**config.mk**
```make
export PLATFORM = sky130hd
export DESIGN_NAME = csa_search_top
export DESIGN_NICKNAME = d
export VERILOG_FILES = /design/src/design/csa_pkg.sv /design/src/design/csa_sync_fifo.sv /design/src/design/csa_calc_logic.sv /design/src/design/csa_wb_regs.sv /design/src/design/csa_search_top.sv
export VERILOG_INCLUDE_DIRS = /design/src /design/src/design
export SDC_FILE = /design/constraint.sdc
export NUM_CORES = 2
export LEC_CHECK = 0
export ABC_AREA = 1
export BUFFER_PORTS_ARGS = -buffer_cell sky130_fd_sc_hd__buf_4
export CELL_PAD_IN_SITES_DETAIL_PLACEMENT = 1
export CELL_PAD_IN_SITES_GLOBAL_PLACEMENT = 1
export CORE_MARGIN = 10
export CORE_UTILIZATION = 40
export CTS_CLUSTER_SIZE = 30
export DETAILED_ROUTE_END_ITERATION = 6
export GPL_TIMING_DRIVEN = 0
export PLACE_DENSITY_LB_ADDON = 0.1
export SLEW_MARGIN = 15
export SYNTH_ARGS = -nofsm -noshare
export SYNTH_HDL_FRONTEND = slang
export SYNTH_SLANG_ARGS = --single-unit
```
**constraint.sdc**
```tcl
create_clock -name clk -period 17.53 [get_ports clk]
set_clock_uncertainty 0.05 [all_clocks]
set_input_delay 4.3825 -clock clk [delete_from_list [all_inputs] [get_ports clk]]
set_output_delay 4.3825 -clock clk [all_outputs]
set_load 0.005 [all_outputs]
```
**src/design/csa_params.svh**
```systemverilog
`ifndef CSA_PARAMS_SVH
`define CSA_PARAMS_SVH

// datapath widths
`define CSA_SEED_W      48
`define CSA_CW_W        64
`define CSA_BLOCK_W     32
`define CSA_ROUND_W     16

// entries per fifo, power of two
`define CSA_FIFO_DEPTH  4

// register map, word addresses
`define CSA_ADDR_SEED_LO   4'd0
`define CSA_ADDR_SEED_HI   4'd1
`define CSA_ADDR_BLOCK     4'd2
`define CSA_ADDR_WINDOW    4'd3
`define CSA_ADDR_PUSH      4'd4
`define CSA_ADDR_STATUS    4'd5
`define CSA_ADDR_OUT_LO    4'd6
`define CSA_ADDR_OUT_HI    4'd7
`define CSA_ADDR_CW_LO     4'd8
`define CSA_ADDR_CW_HI     4'd9
`define CSA_ADDR_RES_BLOCK 4'd10
`define CSA_ADDR_RES_POP   4'd11

`endif

```
**src/design/csa_pkg.sv**
```systemverilog
`include "csa_params.svh"

package csa_pkg;

	// one queued search job
	typedef struct packed {
		logic [`CSA_BLOCK_W-1:0] block;
		logic [`CSA_SEED_W-1:0]  seed;
		// first round index
		logic [`CSA_ROUND_W-1:0] times_start;
		// round limit, exclusive
		logic [`CSA_ROUND_W-1:0] times;
	} csa_job_t;

	// tagged result of one job
	typedef struct packed {
		logic [`CSA_BLOCK_W-1:0] block;
		// lets the host match a result to its job
		logic [15:0]             seed_lo16;
		logic [`CSA_CW_W-1:0]    cw;
		logic [`CSA_CW_W-1:0]    out;
	} csa_result_t;

	// wishbone classic master signals
	typedef struct packed {
		logic        cyc;
		logic        stb;
		logic        we;
		// word address
		logic [3:0]  adr;
		logic [31:0] dat;
		logic [3:0]  sel;
	} wb_req_t;

endpackage

```
**src/design/csa_sync_fifo.sv**
```systemverilog
`timescale 1ns/100ps
`include "csa_params.svh"

module csa_sync_fifo #(
	parameter type payload_t = logic [7:0],
	parameter int  DEPTH     = `CSA_FIFO_DEPTH
) (
	input  logic       clk,
	input  logic       rst_n,
	input  logic       push_i,
	input  payload_t   push_data_i,
	input  logic       pop_i,
	output payload_t   pop_data_o,
	output logic       empty_o,
	output logic       full_o,
	output logic [3:0] level_o
);

	localparam int AW = (DEPTH > 1) ? $clog2(DEPTH) : 1;
	localparam int CW = $clog2(DEPTH) + 1;

	payload_t mem [DEPTH];

	logic [AW-1:0] wr_ptr;
	logic [AW-1:0] rd_ptr;
	logic [CW-1:0] count;
	logic          do_push;
	logic          do_pop;

	// requests at the wrong end are dropped
	assign do_push = push_i && !full_o;
	assign do_pop  = pop_i && !empty_o;

	always_ff @(posedge clk) begin
		if (do_push)
			mem[wr_ptr] <= push_data_i;
	end

	always_ff @(posedge clk) begin
		if (!rst_n) begin
			wr_ptr <= '0;
			rd_ptr <= '0;
			count  <= '0;
		end else begin
			if (do_push)
				wr_ptr <= wr_ptr + 1'b1;
			if (do_pop)
				rd_ptr <= rd_ptr + 1'b1;
			case ({do_push, do_pop})
				2'b10:   count <= count + 1'b1;
				2'b01:   count <= count - 1'b1;
				default: count <= count;
			endcase
		end
	end

	// head is always on the output
	assign pop_data_o = mem[rd_ptr];
	assign empty_o    = (count == '0);
	assign full_o     = (count == CW'(DEPTH));
	assign level_o    = 4'(count);

endmodule

```
**src/design/csa_calc_logic.sv**
```systemverilog
`timescale 1ns/100ps
`include "csa_params.svh"

module csa_calc_logic import csa_pkg::*; (
	input  logic        clk,
	input  logic        rst_n,
	input  logic        fifo_ready_i,
	output logic        fifo_ren_o,
	input  csa_job_t    job_i,
	output logic        calc_valid_o,
	input  logic        calc_ready_i,
	output csa_result_t result_o
);

	typedef enum logic [1:0] {
		ST_IDLE,
		ST_RUN,
		ST_HOLD
	} state_t;

	state_t                  state_q;
	// first cycle of run loads cw and state
	logic                    load_q;
	csa_job_t                job_q;
	logic [`CSA_ROUND_W-1:0] round_q;
	logic [`CSA_CW_W-1:0]    cw_q;
	logic [`CSA_CW_W-1:0]    mix_q;
	logic [`CSA_CW_W-1:0]    cw_next;
	logic                    rounds_done;

	// s0 s1 s2 c1 s3 s4 s5 c2, lowest byte first
	function automatic logic [`CSA_CW_W-1:0] expand_cw(
		input logic [`CSA_SEED_W-1:0] seed
	);
		logic [7:0] c1;
		logic [7:0] c2;
		c1 = seed[7:0] + seed[15:8] + seed[23:16];
		c2 = seed[31:24] + seed[39:32] + seed[47:40];
		return {c2, seed[47:24], c1, seed[23:0]};
	endfunction

	// stand-in for the real cipher rounds
	function automatic logic [`CSA_CW_W-1:0] mix_round(
		input logic [`CSA_CW_W-1:0]    st,
		input logic [`CSA_CW_W-1:0]    cw,
		input logic [`CSA_ROUND_W-1:0] r
	);
		logic [`CSA_CW_W-1:0] rot;
		rot = (st << 13) | (st >> (`CSA_CW_W - 13));
		return rot ^ cw ^ {{(`CSA_CW_W - `CSA_ROUND_W){1'b0}}, r};
	endfunction

	assign cw_next     = expand_cw(job_q.seed);
	assign rounds_done = (round_q >= job_q.times);

	// take the head job straight from the fifo
	assign fifo_ren_o   = (state_q == ST_IDLE) && fifo_ready_i;
	assign calc_valid_o = (state_q == ST_HOLD);

	always_ff @(posedge clk) begin
		if (!rst_n) begin
			state_q <= ST_IDLE;
			load_q  <= 1'b0;
		end else begin
			case (state_q)
				ST_IDLE: begin
					if (fifo_ready_i) begin
						state_q <= ST_RUN;
						load_q  <= 1'b1;
					end
				end
				ST_RUN: begin
					load_q <= 1'b0;
					if (!load_q && rounds_done)
						state_q <= ST_HOLD;
				end
				ST_HOLD: begin
					// result fifo takes it this cycle
					if (calc_ready_i)
						state_q <= ST_IDLE;
				end
				default: begin
					state_q <= ST_IDLE;
				end
			endcase
		end
	end

	always_ff @(posedge clk) begin
		if (fifo_ren_o) begin
			job_q   <= job_i;
			round_q <= job_i.times_start;
		end else if (state_q == ST_RUN) begin
			if (load_q) begin
				cw_q  <= cw_next;
				mix_q <= cw_next ^ {job_q.block, job_q.block};
			end else if (!rounds_done) begin
				mix_q   <= mix_round(mix_q, cw_q, round_q);
				round_q <= round_q + 1'b1;
			end
		end
	end

	// held steady through hold
	assign result_o = '{
		block:     job_q.block,
		seed_lo16: job_q.seed[15:0],
		cw:        cw_q,
		out:       mix_q
	};

endmodule

```
**src/design/csa_wb_regs.sv**
```systemverilog
`timescale 1ns/100ps
`include "csa_params.svh"

module csa_wb_regs import csa_pkg::*; (
	input  logic        clk,
	input  logic        rst_n,
	input  wb_req_t     wb_req_i,
	output logic [31:0] wb_dat_o,
	output logic        wb_ack_o,
	output logic        job_push_o,
	output csa_job_t    job_o,
	input  logic        job_full_i,
	input  csa_result_t res_head_i,
	input  logic        res_empty_i,
	input  logic [3:0]  res_level_i,
	output logic        res_pop_o
);

	csa_job_t    job_q;
	logic [31:0] rd_word;
	logic [31:0] wr_mask;
	logic [31:0] wr_word;
	logic        access;
	logic        stall;
	logic        ack_set;
	logic        push_q;
	logic        pop_q;

	// new access only while no ack is out
	assign access  = wb_req_i.cyc && wb_req_i.stb && !wb_ack_o;
	// push into a full job fifo waits for a free slot
	assign stall   = wb_req_i.we && (wb_req_i.adr == `CSA_ADDR_PUSH) && job_full_i;
	assign ack_set = access && !stall;

	always_comb begin
		rd_word = '0;
		case (wb_req_i.adr)
			`CSA_ADDR_SEED_LO:   rd_word = job_q.seed[31:0];
			`CSA_ADDR_SEED_HI:   rd_word = {16'b0, job_q.seed[47:32]};
			`CSA_ADDR_BLOCK:     rd_word = job_q.block;
			`CSA_ADDR_WINDOW:    rd_word = {job_q.times_start, job_q.times};
			`CSA_ADDR_STATUS: begin
				rd_word = {24'b0, res_level_i, 2'b00, job_full_i, !res_empty_i};
			end
			`CSA_ADDR_OUT_LO:    if (!res_empty_i) rd_word = res_head_i.out[31:0];
			`CSA_ADDR_OUT_HI:    if (!res_empty_i) rd_word = res_head_i.out[63:32];
			`CSA_ADDR_CW_LO:     if (!res_empty_i) rd_word = res_head_i.cw[31:0];
			`CSA_ADDR_CW_HI:     if (!res_empty_i) rd_word = res_head_i.cw[63:32];
			`CSA_ADDR_RES_BLOCK: if (!res_empty_i) rd_word = res_head_i.block;
			`CSA_ADDR_RES_POP: begin
				if (!res_empty_i)
					rd_word = {16'b0, res_head_i.seed_lo16};
			end
			default:             rd_word = '0;
		endcase
	end

	// byte lanes merge into the current register value
	assign wr_mask = {{8{wb_req_i.sel[3]}}, {8{wb_req_i.sel[2]}},
			{8{wb_req_i.sel[1]}}, {8{wb_req_i.sel[0]}}};
	assign wr_word = (rd_word & ~wr_mask) | (wb_req_i.dat & wr_mask);

	always_ff @(posedge clk) begin
		if (!rst_n) begin
			wb_ack_o <= 1'b0;
			push_q   <= 1'b0;
			pop_q    <= 1'b0;
			job_q    <= '0;
		end else begin
			wb_ack_o <= ack_set;
			push_q   <= ack_set && wb_req_i.we && (wb_req_i.adr == `CSA_ADDR_PUSH);
			// pop only what was actually read out
			pop_q    <= ack_set && !wb_req_i.we && !res_empty_i &&
					(wb_req_i.adr == `CSA_ADDR_RES_POP);
			if (ack_set && wb_req_i.we) begin
				case (wb_req_i.adr)
					`CSA_ADDR_SEED_LO: job_q.seed[31:0]  <= wr_word;
					`CSA_ADDR_SEED_HI: job_q.seed[47:32] <= wr_word[15:0];
					`CSA_ADDR_BLOCK:   job_q.block       <= wr_word;
					`CSA_ADDR_WINDOW: begin
						job_q.times_start <= wr_word[31:16];
						job_q.times       <= wr_word[15:0];
					end
					default: begin
						job_q <= job_q;
					end
				endcase
			end
		end
	end

	// read data lands with ack
	always_ff @(posedge clk) begin
		if (ack_set)
			wb_dat_o <= rd_word;
	end

	// both strobes sit in the ack cycle
	assign job_push_o = push_q && !job_full_i;
	assign res_pop_o  = pop_q;
	assign job_o      = job_q;

endmodule

```
**src/design/csa_search_top.sv**
```systemverilog
`timescale 1ns/100ps

module csa_search_top import csa_pkg::*; (
	input  logic        clk,
	input  logic        rst_n,
	input  wb_req_t     wb_req_i,
	output logic [31:0] wb_dat_o,
	output logic        wb_ack_o
);

	logic        job_push;
	csa_job_t    job_in;
	csa_job_t    job_head;
	logic        job_empty;
	logic        job_full;
	logic        fifo_ready;
	logic        fifo_ren;

	csa_result_t calc_result;
	logic        calc_valid;
	logic        calc_ready;
	csa_result_t res_head;
	logic        res_empty;
	logic        res_full;
	logic [3:0]  res_level;
	logic        res_pop;

	assign fifo_ready = !job_empty;
	assign calc_ready = !res_full;

	csa_wb_regs u_regs (
		.clk         (clk),
		.rst_n       (rst_n),
		.wb_req_i    (wb_req_i),
		.wb_dat_o    (wb_dat_o),
		.wb_ack_o    (wb_ack_o),
		.job_push_o  (job_push),
		.job_o       (job_in),
		.job_full_i  (job_full),
		.res_head_i  (res_head),
		.res_empty_i (res_empty),
		.res_level_i (res_level),
		.res_pop_o   (res_pop)
	);

	csa_sync_fifo #(.payload_t(csa_job_t)) u_job_fifo (
		.clk(clk), .rst_n(rst_n),
		.push_i(job_push), .push_data_i(job_in),
		.pop_i(fifo_ren), .pop_data_o(job_head),
		.empty_o(job_empty), .full_o(job_full), .level_o()
	);

	csa_calc_logic u_calc (
		.clk(clk), .rst_n(rst_n),
		.fifo_ready_i(fifo_ready), .fifo_ren_o(fifo_ren), .job_i(job_head),
		.calc_valid_o(calc_valid), .calc_ready_i(calc_ready), .result_o(calc_result)
	);

	// a push while full is dropped and the core holds its result
	csa_sync_fifo #(.payload_t(csa_result_t)) u_res_fifo (
		.clk(clk), .rst_n(rst_n),
		.push_i(calc_valid), .push_data_i(calc_result),
		.pop_i(res_pop), .pop_data_o(res_head),
		.empty_o(res_empty), .full_o(res_full), .level_o(res_level)
	);

endmodule

```
==> flow_results.xml <==
<?xml version="1.0" encoding="UTF-8"?>
<metrics>
  <group name="final_layout">
    <metric name="final_cell_area" unit="sq um">72600</metric>
    <metric name="layout-drive-gt1-share" unit="%">10.5</metric>
    <metric name="final-seq-area" unit="sq um">45500</metric>
    <metric name="count_of_filler_cells_inserted_in_the_layout" unit="">16200</metric>
    <metric name="num-nets-final" unit="">5573</metric>
    <metric name="multiInputGateArea" unit="sq um">15200</metric>
    <metric name="instances_no_fill" unit="">7666</metric>
    <metric name="areaGrowthSynthToFinish" unit="%">15.8</metric>
  </group>
  <group name="route">
    <metric name="met1Wirelength" unit="microns">99400</metric>
    <metric name="drt-total-wl" unit="microns">241000</metric>
    <metric name="dr.pass1.iters" unit="">6</metric>
    <metric name="vias_per_cell" unit="">5.59</metric>
    <metric name="dr_wl_met2" unit="microns">115000</metric>
    <metric name="avgRoutedWirePerCell" unit="microns">31.5</metric>
    <metric name="route.met3.wl" unit="microns">15000</metric>
    <metric name="post-route-drc-count" unit="">0</metric>
    <metric name="remaining_antenna_violation_count_after_routing" unit="">0</metric>
    <metric name="dr_total_vias" unit="">42900</metric>
    <metric name="top_layer_used" unit="">met4</metric>
    <metric name="detail_route.iter0.violations" unit="">4497</metric>
  </group>
  <group name="logic_synthesis">
    <metric name="synth_simple_gate_area_share" unit="%">11.4</metric>
    <metric name="synth.yosys.seq_area_share" unit="%">72.5</metric>
    <metric name="ys_warn_count" unit="">0</metric>
    <metric name="combinational_family_with_the_most_area_after_synthesis" unit="">simple AND/OR/NAND/NOR gates</metric>
    <metric name="syn_nets" unit="">5260</metric>
    <metric name="ys_types" unit="">43</metric>
    <metric name="synthDominantCellAreaShare" unit="%">68.2</metric>
    <metric name="xor_xnor_share_of_the_synthesized_area" unit="%">1.97</metric>
    <metric name="post_synth_inst_count" unit="">5158</metric>
    <metric name="synth_edf_count" unit="">1424</metric>
    <metric name="yosys_register_bits" unit="">1560</metric>
    <metric name="post_synthesis_compound_gate_area_fraction" unit="%">9.39</metric>
    <metric name="synth.cells.most_frequent" unit="">sky130_fd_sc_hd__edfxtp_1, sky130_fd_sc_hd__nor2_1, sky130_fd_sc_hd__o21ai_0</metric>
    <metric name="synthesis.area" unit="sq um">62700</metric>
    <metric name="netlist.top_cell.by_area" unit="">sky130_fd_sc_hd__edfxtp_1</metric>
    <metric name="synth_fa_ha_area_share" unit="%">1.35</metric>
    <metric name="mean_post_synth_cell_area" unit="sq um">12.2</metric>
    <metric name="synth.most_common_cell" unit="">sky130_fd_sc_hd__edfxtp_1</metric>
    <metric name="synth_top_cells_by_area" unit="">sky130_fd_sc_hd__edfxtp_1, sky130_fd_sc_hd__o21ai_0, sky130_fd_sc_hd__nor2_1</metric>
    <metric name="synth_async_sr_flop_share" unit="%">0</metric>
    <metric name="post_synth_mux_area_share" unit="%">0</metric>
    <metric name="ys.flop_type" unit="">sky130_fd_sc_hd__edfxtp_1</metric>
  </group>
  <group name="global_routing">
    <metric name="grt_remaining_overflow" unit="">0</metric>
    <metric name="via_count_of_the_first_global_routing_pass" unit="">42900</metric>
    <metric name="antenna_found_initial" unit="">14</metric>
    <metric name="first_pass_grt_wire_length" unit="microns">333000</metric>
    <metric name="grt_start_max_net_pins" unit="">43</metric>
    <metric name="grt_util_all_layers" unit="%">27.2</metric>
  </group>
  <group name="clock_network">
    <metric name="htree_levels" unit="">4</metric>
    <metric name="postCtsHoldBufs" unit="">0</metric>
    <metric name="cts_setup_buffers" unit="">0</metric>
    <metric name="clock_tree_from_tritoncts" unit="">built</metric>
    <metric name="clock_latency_late_sink" unit="ps">800</metric>
    <metric name="cts_made_buffers" unit="">167</metric>
    <metric name="clk_pin_slew_worst_paths" unit="ps">60</metric>
    <metric name="cts-root-buf" unit="">sky130_fd_sc_hd__clkbuf_16</metric>
    <metric name="cts_num_sinks" unit="">1560</metric>
    <metric name="cts_buffer_depth" unit="">3</metric>
    <metric name="cts_resized" unit="">0</metric>
  </group>
  <group name="placement">
    <metric name="instance_count_after_placement_with_tap_cells_included" unit="">7360</metric>
    <metric name="gp_routability_congestion" unit="">0.909</metric>
    <metric name="dp_hpwl" unit="microns">181000</metric>
    <metric name="buffer_ports.inserted" unit="">77</metric>
    <metric name="place_area" unit="sq um">67500</metric>
  </group>
  <group name="power_and_ir_drop">
    <metric name="p_clk_share" unit="%">35.3</metric>
    <metric name="power.net_switching" unit="mW">2.85</metric>
    <metric name="combPwrFrac" unit="%">15.6</metric>
    <metric name="irDropWorstVdd" unit="mV">0.0921</metric>
    <metric name="cell_internal_pwr" unit="mW">6.82</metric>
    <metric name="power.leakage" unit="nW">25.4</metric>
    <metric name="power-per-cell-area" unit="nW/um^2">133</metric>
    <metric name="power.sequential.fraction" unit="%">49.1</metric>
    <metric name="switching_share" unit="%">29.5</metric>
  </group>
  <group name="die">
    <metric name="start_util" unit="%">40.2</metric>
    <metric name="i_o_pin_count" unit="">78</metric>
    <metric name="die-height" unit="microns">416</metric>
    <metric name="num_rows" unit="">145</metric>
    <metric name="design.core.area" unit="sq um">156000</metric>
    <metric name="floorplan.die_area" unit="sq um">173000</metric>
    <metric name="die_width" unit="microns">416</metric>
  </group>
  <group name="sta">
    <metric name="timing.final.crit_period" unit="ps">6790</metric>
    <metric name="layout_worst_path_cycle_share" unit="%">38.7</metric>
    <metric name="report.final.setup_viol" unit="">0</metric>
    <metric name="final_max_slew_viol_count" unit="">0</metric>
    <metric name="max_slew.worst_pin.slew" unit="ps">1260</metric>
    <metric name="setup_tns" unit="ps">0</metric>
    <metric name="grt_setup_unrepaired" unit="">no</metric>
    <metric name="slew-limit-headroom" unit="%">15.7</metric>
    <metric name="achievable-frequency" unit="MHz">147</metric>
    <metric name="finalHoldViolCount" unit="">0</metric>
  </group>
  <group name="critical_path">
    <metric name="setup.worst_path.start_class" unit="">primary input</metric>
    <metric name="critPathKind" unit="">primary input to flop</metric>
    <metric name="cp-end-kind" unit="">flop</metric>
    <metric name="critical_path_required" unit="ps">18130</metric>
    <metric name="timing.critical_path.arrival" unit="ps">7400</metric>
    <metric name="path_max_fanout" unit="">33</metric>
  </group>
  <group name="flow_run">
    <metric name="maxCapViolCount" unit="">0</metric>
  </group>
  <group name="status">
    <metric name="outcome" unit="">finished clean</metric>
  </group>
  <group name="hold_path">
    <metric name="timing.hold.worst.class" unit="">flop to flop</metric>
  </group>
</metrics>
[final timing paths]
kind | from | to | slack, ps | cells after the start
max reg2reg | flop | u_regs.job_o[23] | 13520 | 12
min reg2reg | u_job_fifo.rd_ptr[1] | u_job_fifo.rd_ptr[1] | 420 | 2
min | u_job_fifo.rd_ptr[1] | u_job_fifo.rd_ptr[1] | 420 | 2
max | wb_req_i[38] | u_regs.job_o[96] | 10740 | 10
[per-layer routing]
layer | vias up | global-route usage, %
met1 | 22100 | 35.5
met2 | 1567 | 45.0
met3 | 376 | 3.72
met4 | 0 | 12.2
li1 | 18800 | -
met5 | - | 0
[stage by stage]
| step | total power, mW | worst slack (ps) | hold slack [ps] | utilization [%] |
|---|---|---|---|---|
| 2_1_floorplan | 5.52 | 8630 | 386 | - |
| 5_1_grt | 9.99 | 10640 | 451 | 46.6 |
| 3_3_place_gp | 6.29 | 892 | 407 | 42.2 |
| 3_5_place_dp | 6.31 | 9890 | 413 | 43.2 |
| 4_1_cts | 9.69 | 10750 | 425 | 46.6 |
| 6_report | 9.67 | 10740 | 424 | 46.6 |
[cell usage in the layout (no fill, tap or decap), types with 39 or more instances in the layout]
| cell | netlist | layout |
|---|---|---|
| sky130_fd_sc_hd__or2_2 | 39 | 39 |
| sky130_fd_sc_hd__nor2_1 | 799 | 790 |
| sky130_fd_sc_hd__ha_1 | 39 | 39 |
| sky130_fd_sc_hd__o22ai_1 | 144 | 144 |
| sky130_fd_sc_hd__clkbuf_1 | 142 | 187 |
| sky130_fd_sc_hd__buf_12 | 0 | 45 |
| sky130_fd_sc_hd__buf_2 | 80 | 80 |
| sky130_fd_sc_hd__edfxtp_1 | 1424 | 1424 |
| sky130_fd_sc_hd__buf_4 | 18 | 95 |
| sky130_fd_sc_hd__o21ai_1 | 48 | 48 |
| sky130_fd_sc_hd__xor2_1 | 80 | 80 |
| sky130_fd_sc_hd__nand3_1 | 145 | 145 |
| sky130_fd_sc_hd__xnor2_1 | 61 | 61 |
| sky130_fd_sc_hd__dfxtp_1 | 136 | 136 |
| sky130_fd_sc_hd__a21oi_1 | 177 | 177 |
| sky130_fd_sc_hd__clkbuf_16 | 0 | 174 |
| sky130_fd_sc_hd__nand2_1 | 732 | 731 |
| sky130_fd_sc_hd__inv_1 | 223 | 223 |
| sky130_fd_sc_hd__o21ai_0 | 738 | 737 |
[sequential cells by signal (all words and copies together), names as in the netlist, 3 cells and up, named ones only]
signal / count
u_res_fifo.mem: 704
u_job_fifo.mem: 448
u_regs.job_o: 112
u_calc.cw_q: 64
u_calc.mix_q: 64
u_calc.result_o: 48
u_calc.cw_next: 32
u_regs.wb_dat_o: 32
u_calc.job_q: 16
u_calc.round_q: 16
u_job_fifo.count: 3
u_res_fifo.count: 3
[logic make-up after synthesis]
group | count (synthesis)
AND/OR/NAND/NOR | 1774
flip-flops | 1560
AO/OA/AOI/OAI | 1128
buffers and inverters | 498
XOR/XNOR | 141
adder cells (fa/ha/maj) | 57
[cell type report]
type / count / area share (%)
buffer: 263 / 1.68
antenna: 2 / 0.00689
clock inverter: 77 / 0.754
clock buffer: 227 / 6.36
inverter: 235 / 1.22
multi-input combinational: 3100 / 21.0
sequential: 1560 / 62.6
tap: 2058 / 3.54
timing repair buffer: 144 / 2.82
[critical path: stages]
cell,delay [ps]
sky130_fd_sc_hd__buf_4,120
sky130_fd_sc_hd__nand2_1,230
sky130_fd_sc_hd__inv_2,110
sky130_fd_sc_hd__nand3_1,110
sky130_fd_sc_hd__o21ai_2,70
sky130_fd_sc_hd__inv_2,710
sky130_fd_sc_hd__nand2_4,200
sky130_fd_sc_hd__nor2_2,640
sky130_fd_sc_hd__clkbuf_1,620
sky130_fd_sc_hd__a21oi_1,180
[power by group through the flow]
stage | sequential (mW) | clock [mW] | combinational [mW]
floorplan | 4.68 | 0 | 0.844
global placement | 4.91 | 0 | 1.39
detailed placement | 4.82 | 0 | 1.50
CTS | 4.74 | 3.44 | 1.50
global route | 4.75 | 3.59 | 1.64
finish | 4.74 | 3.42 | 1.51
(Power assumes the default switching activity.)
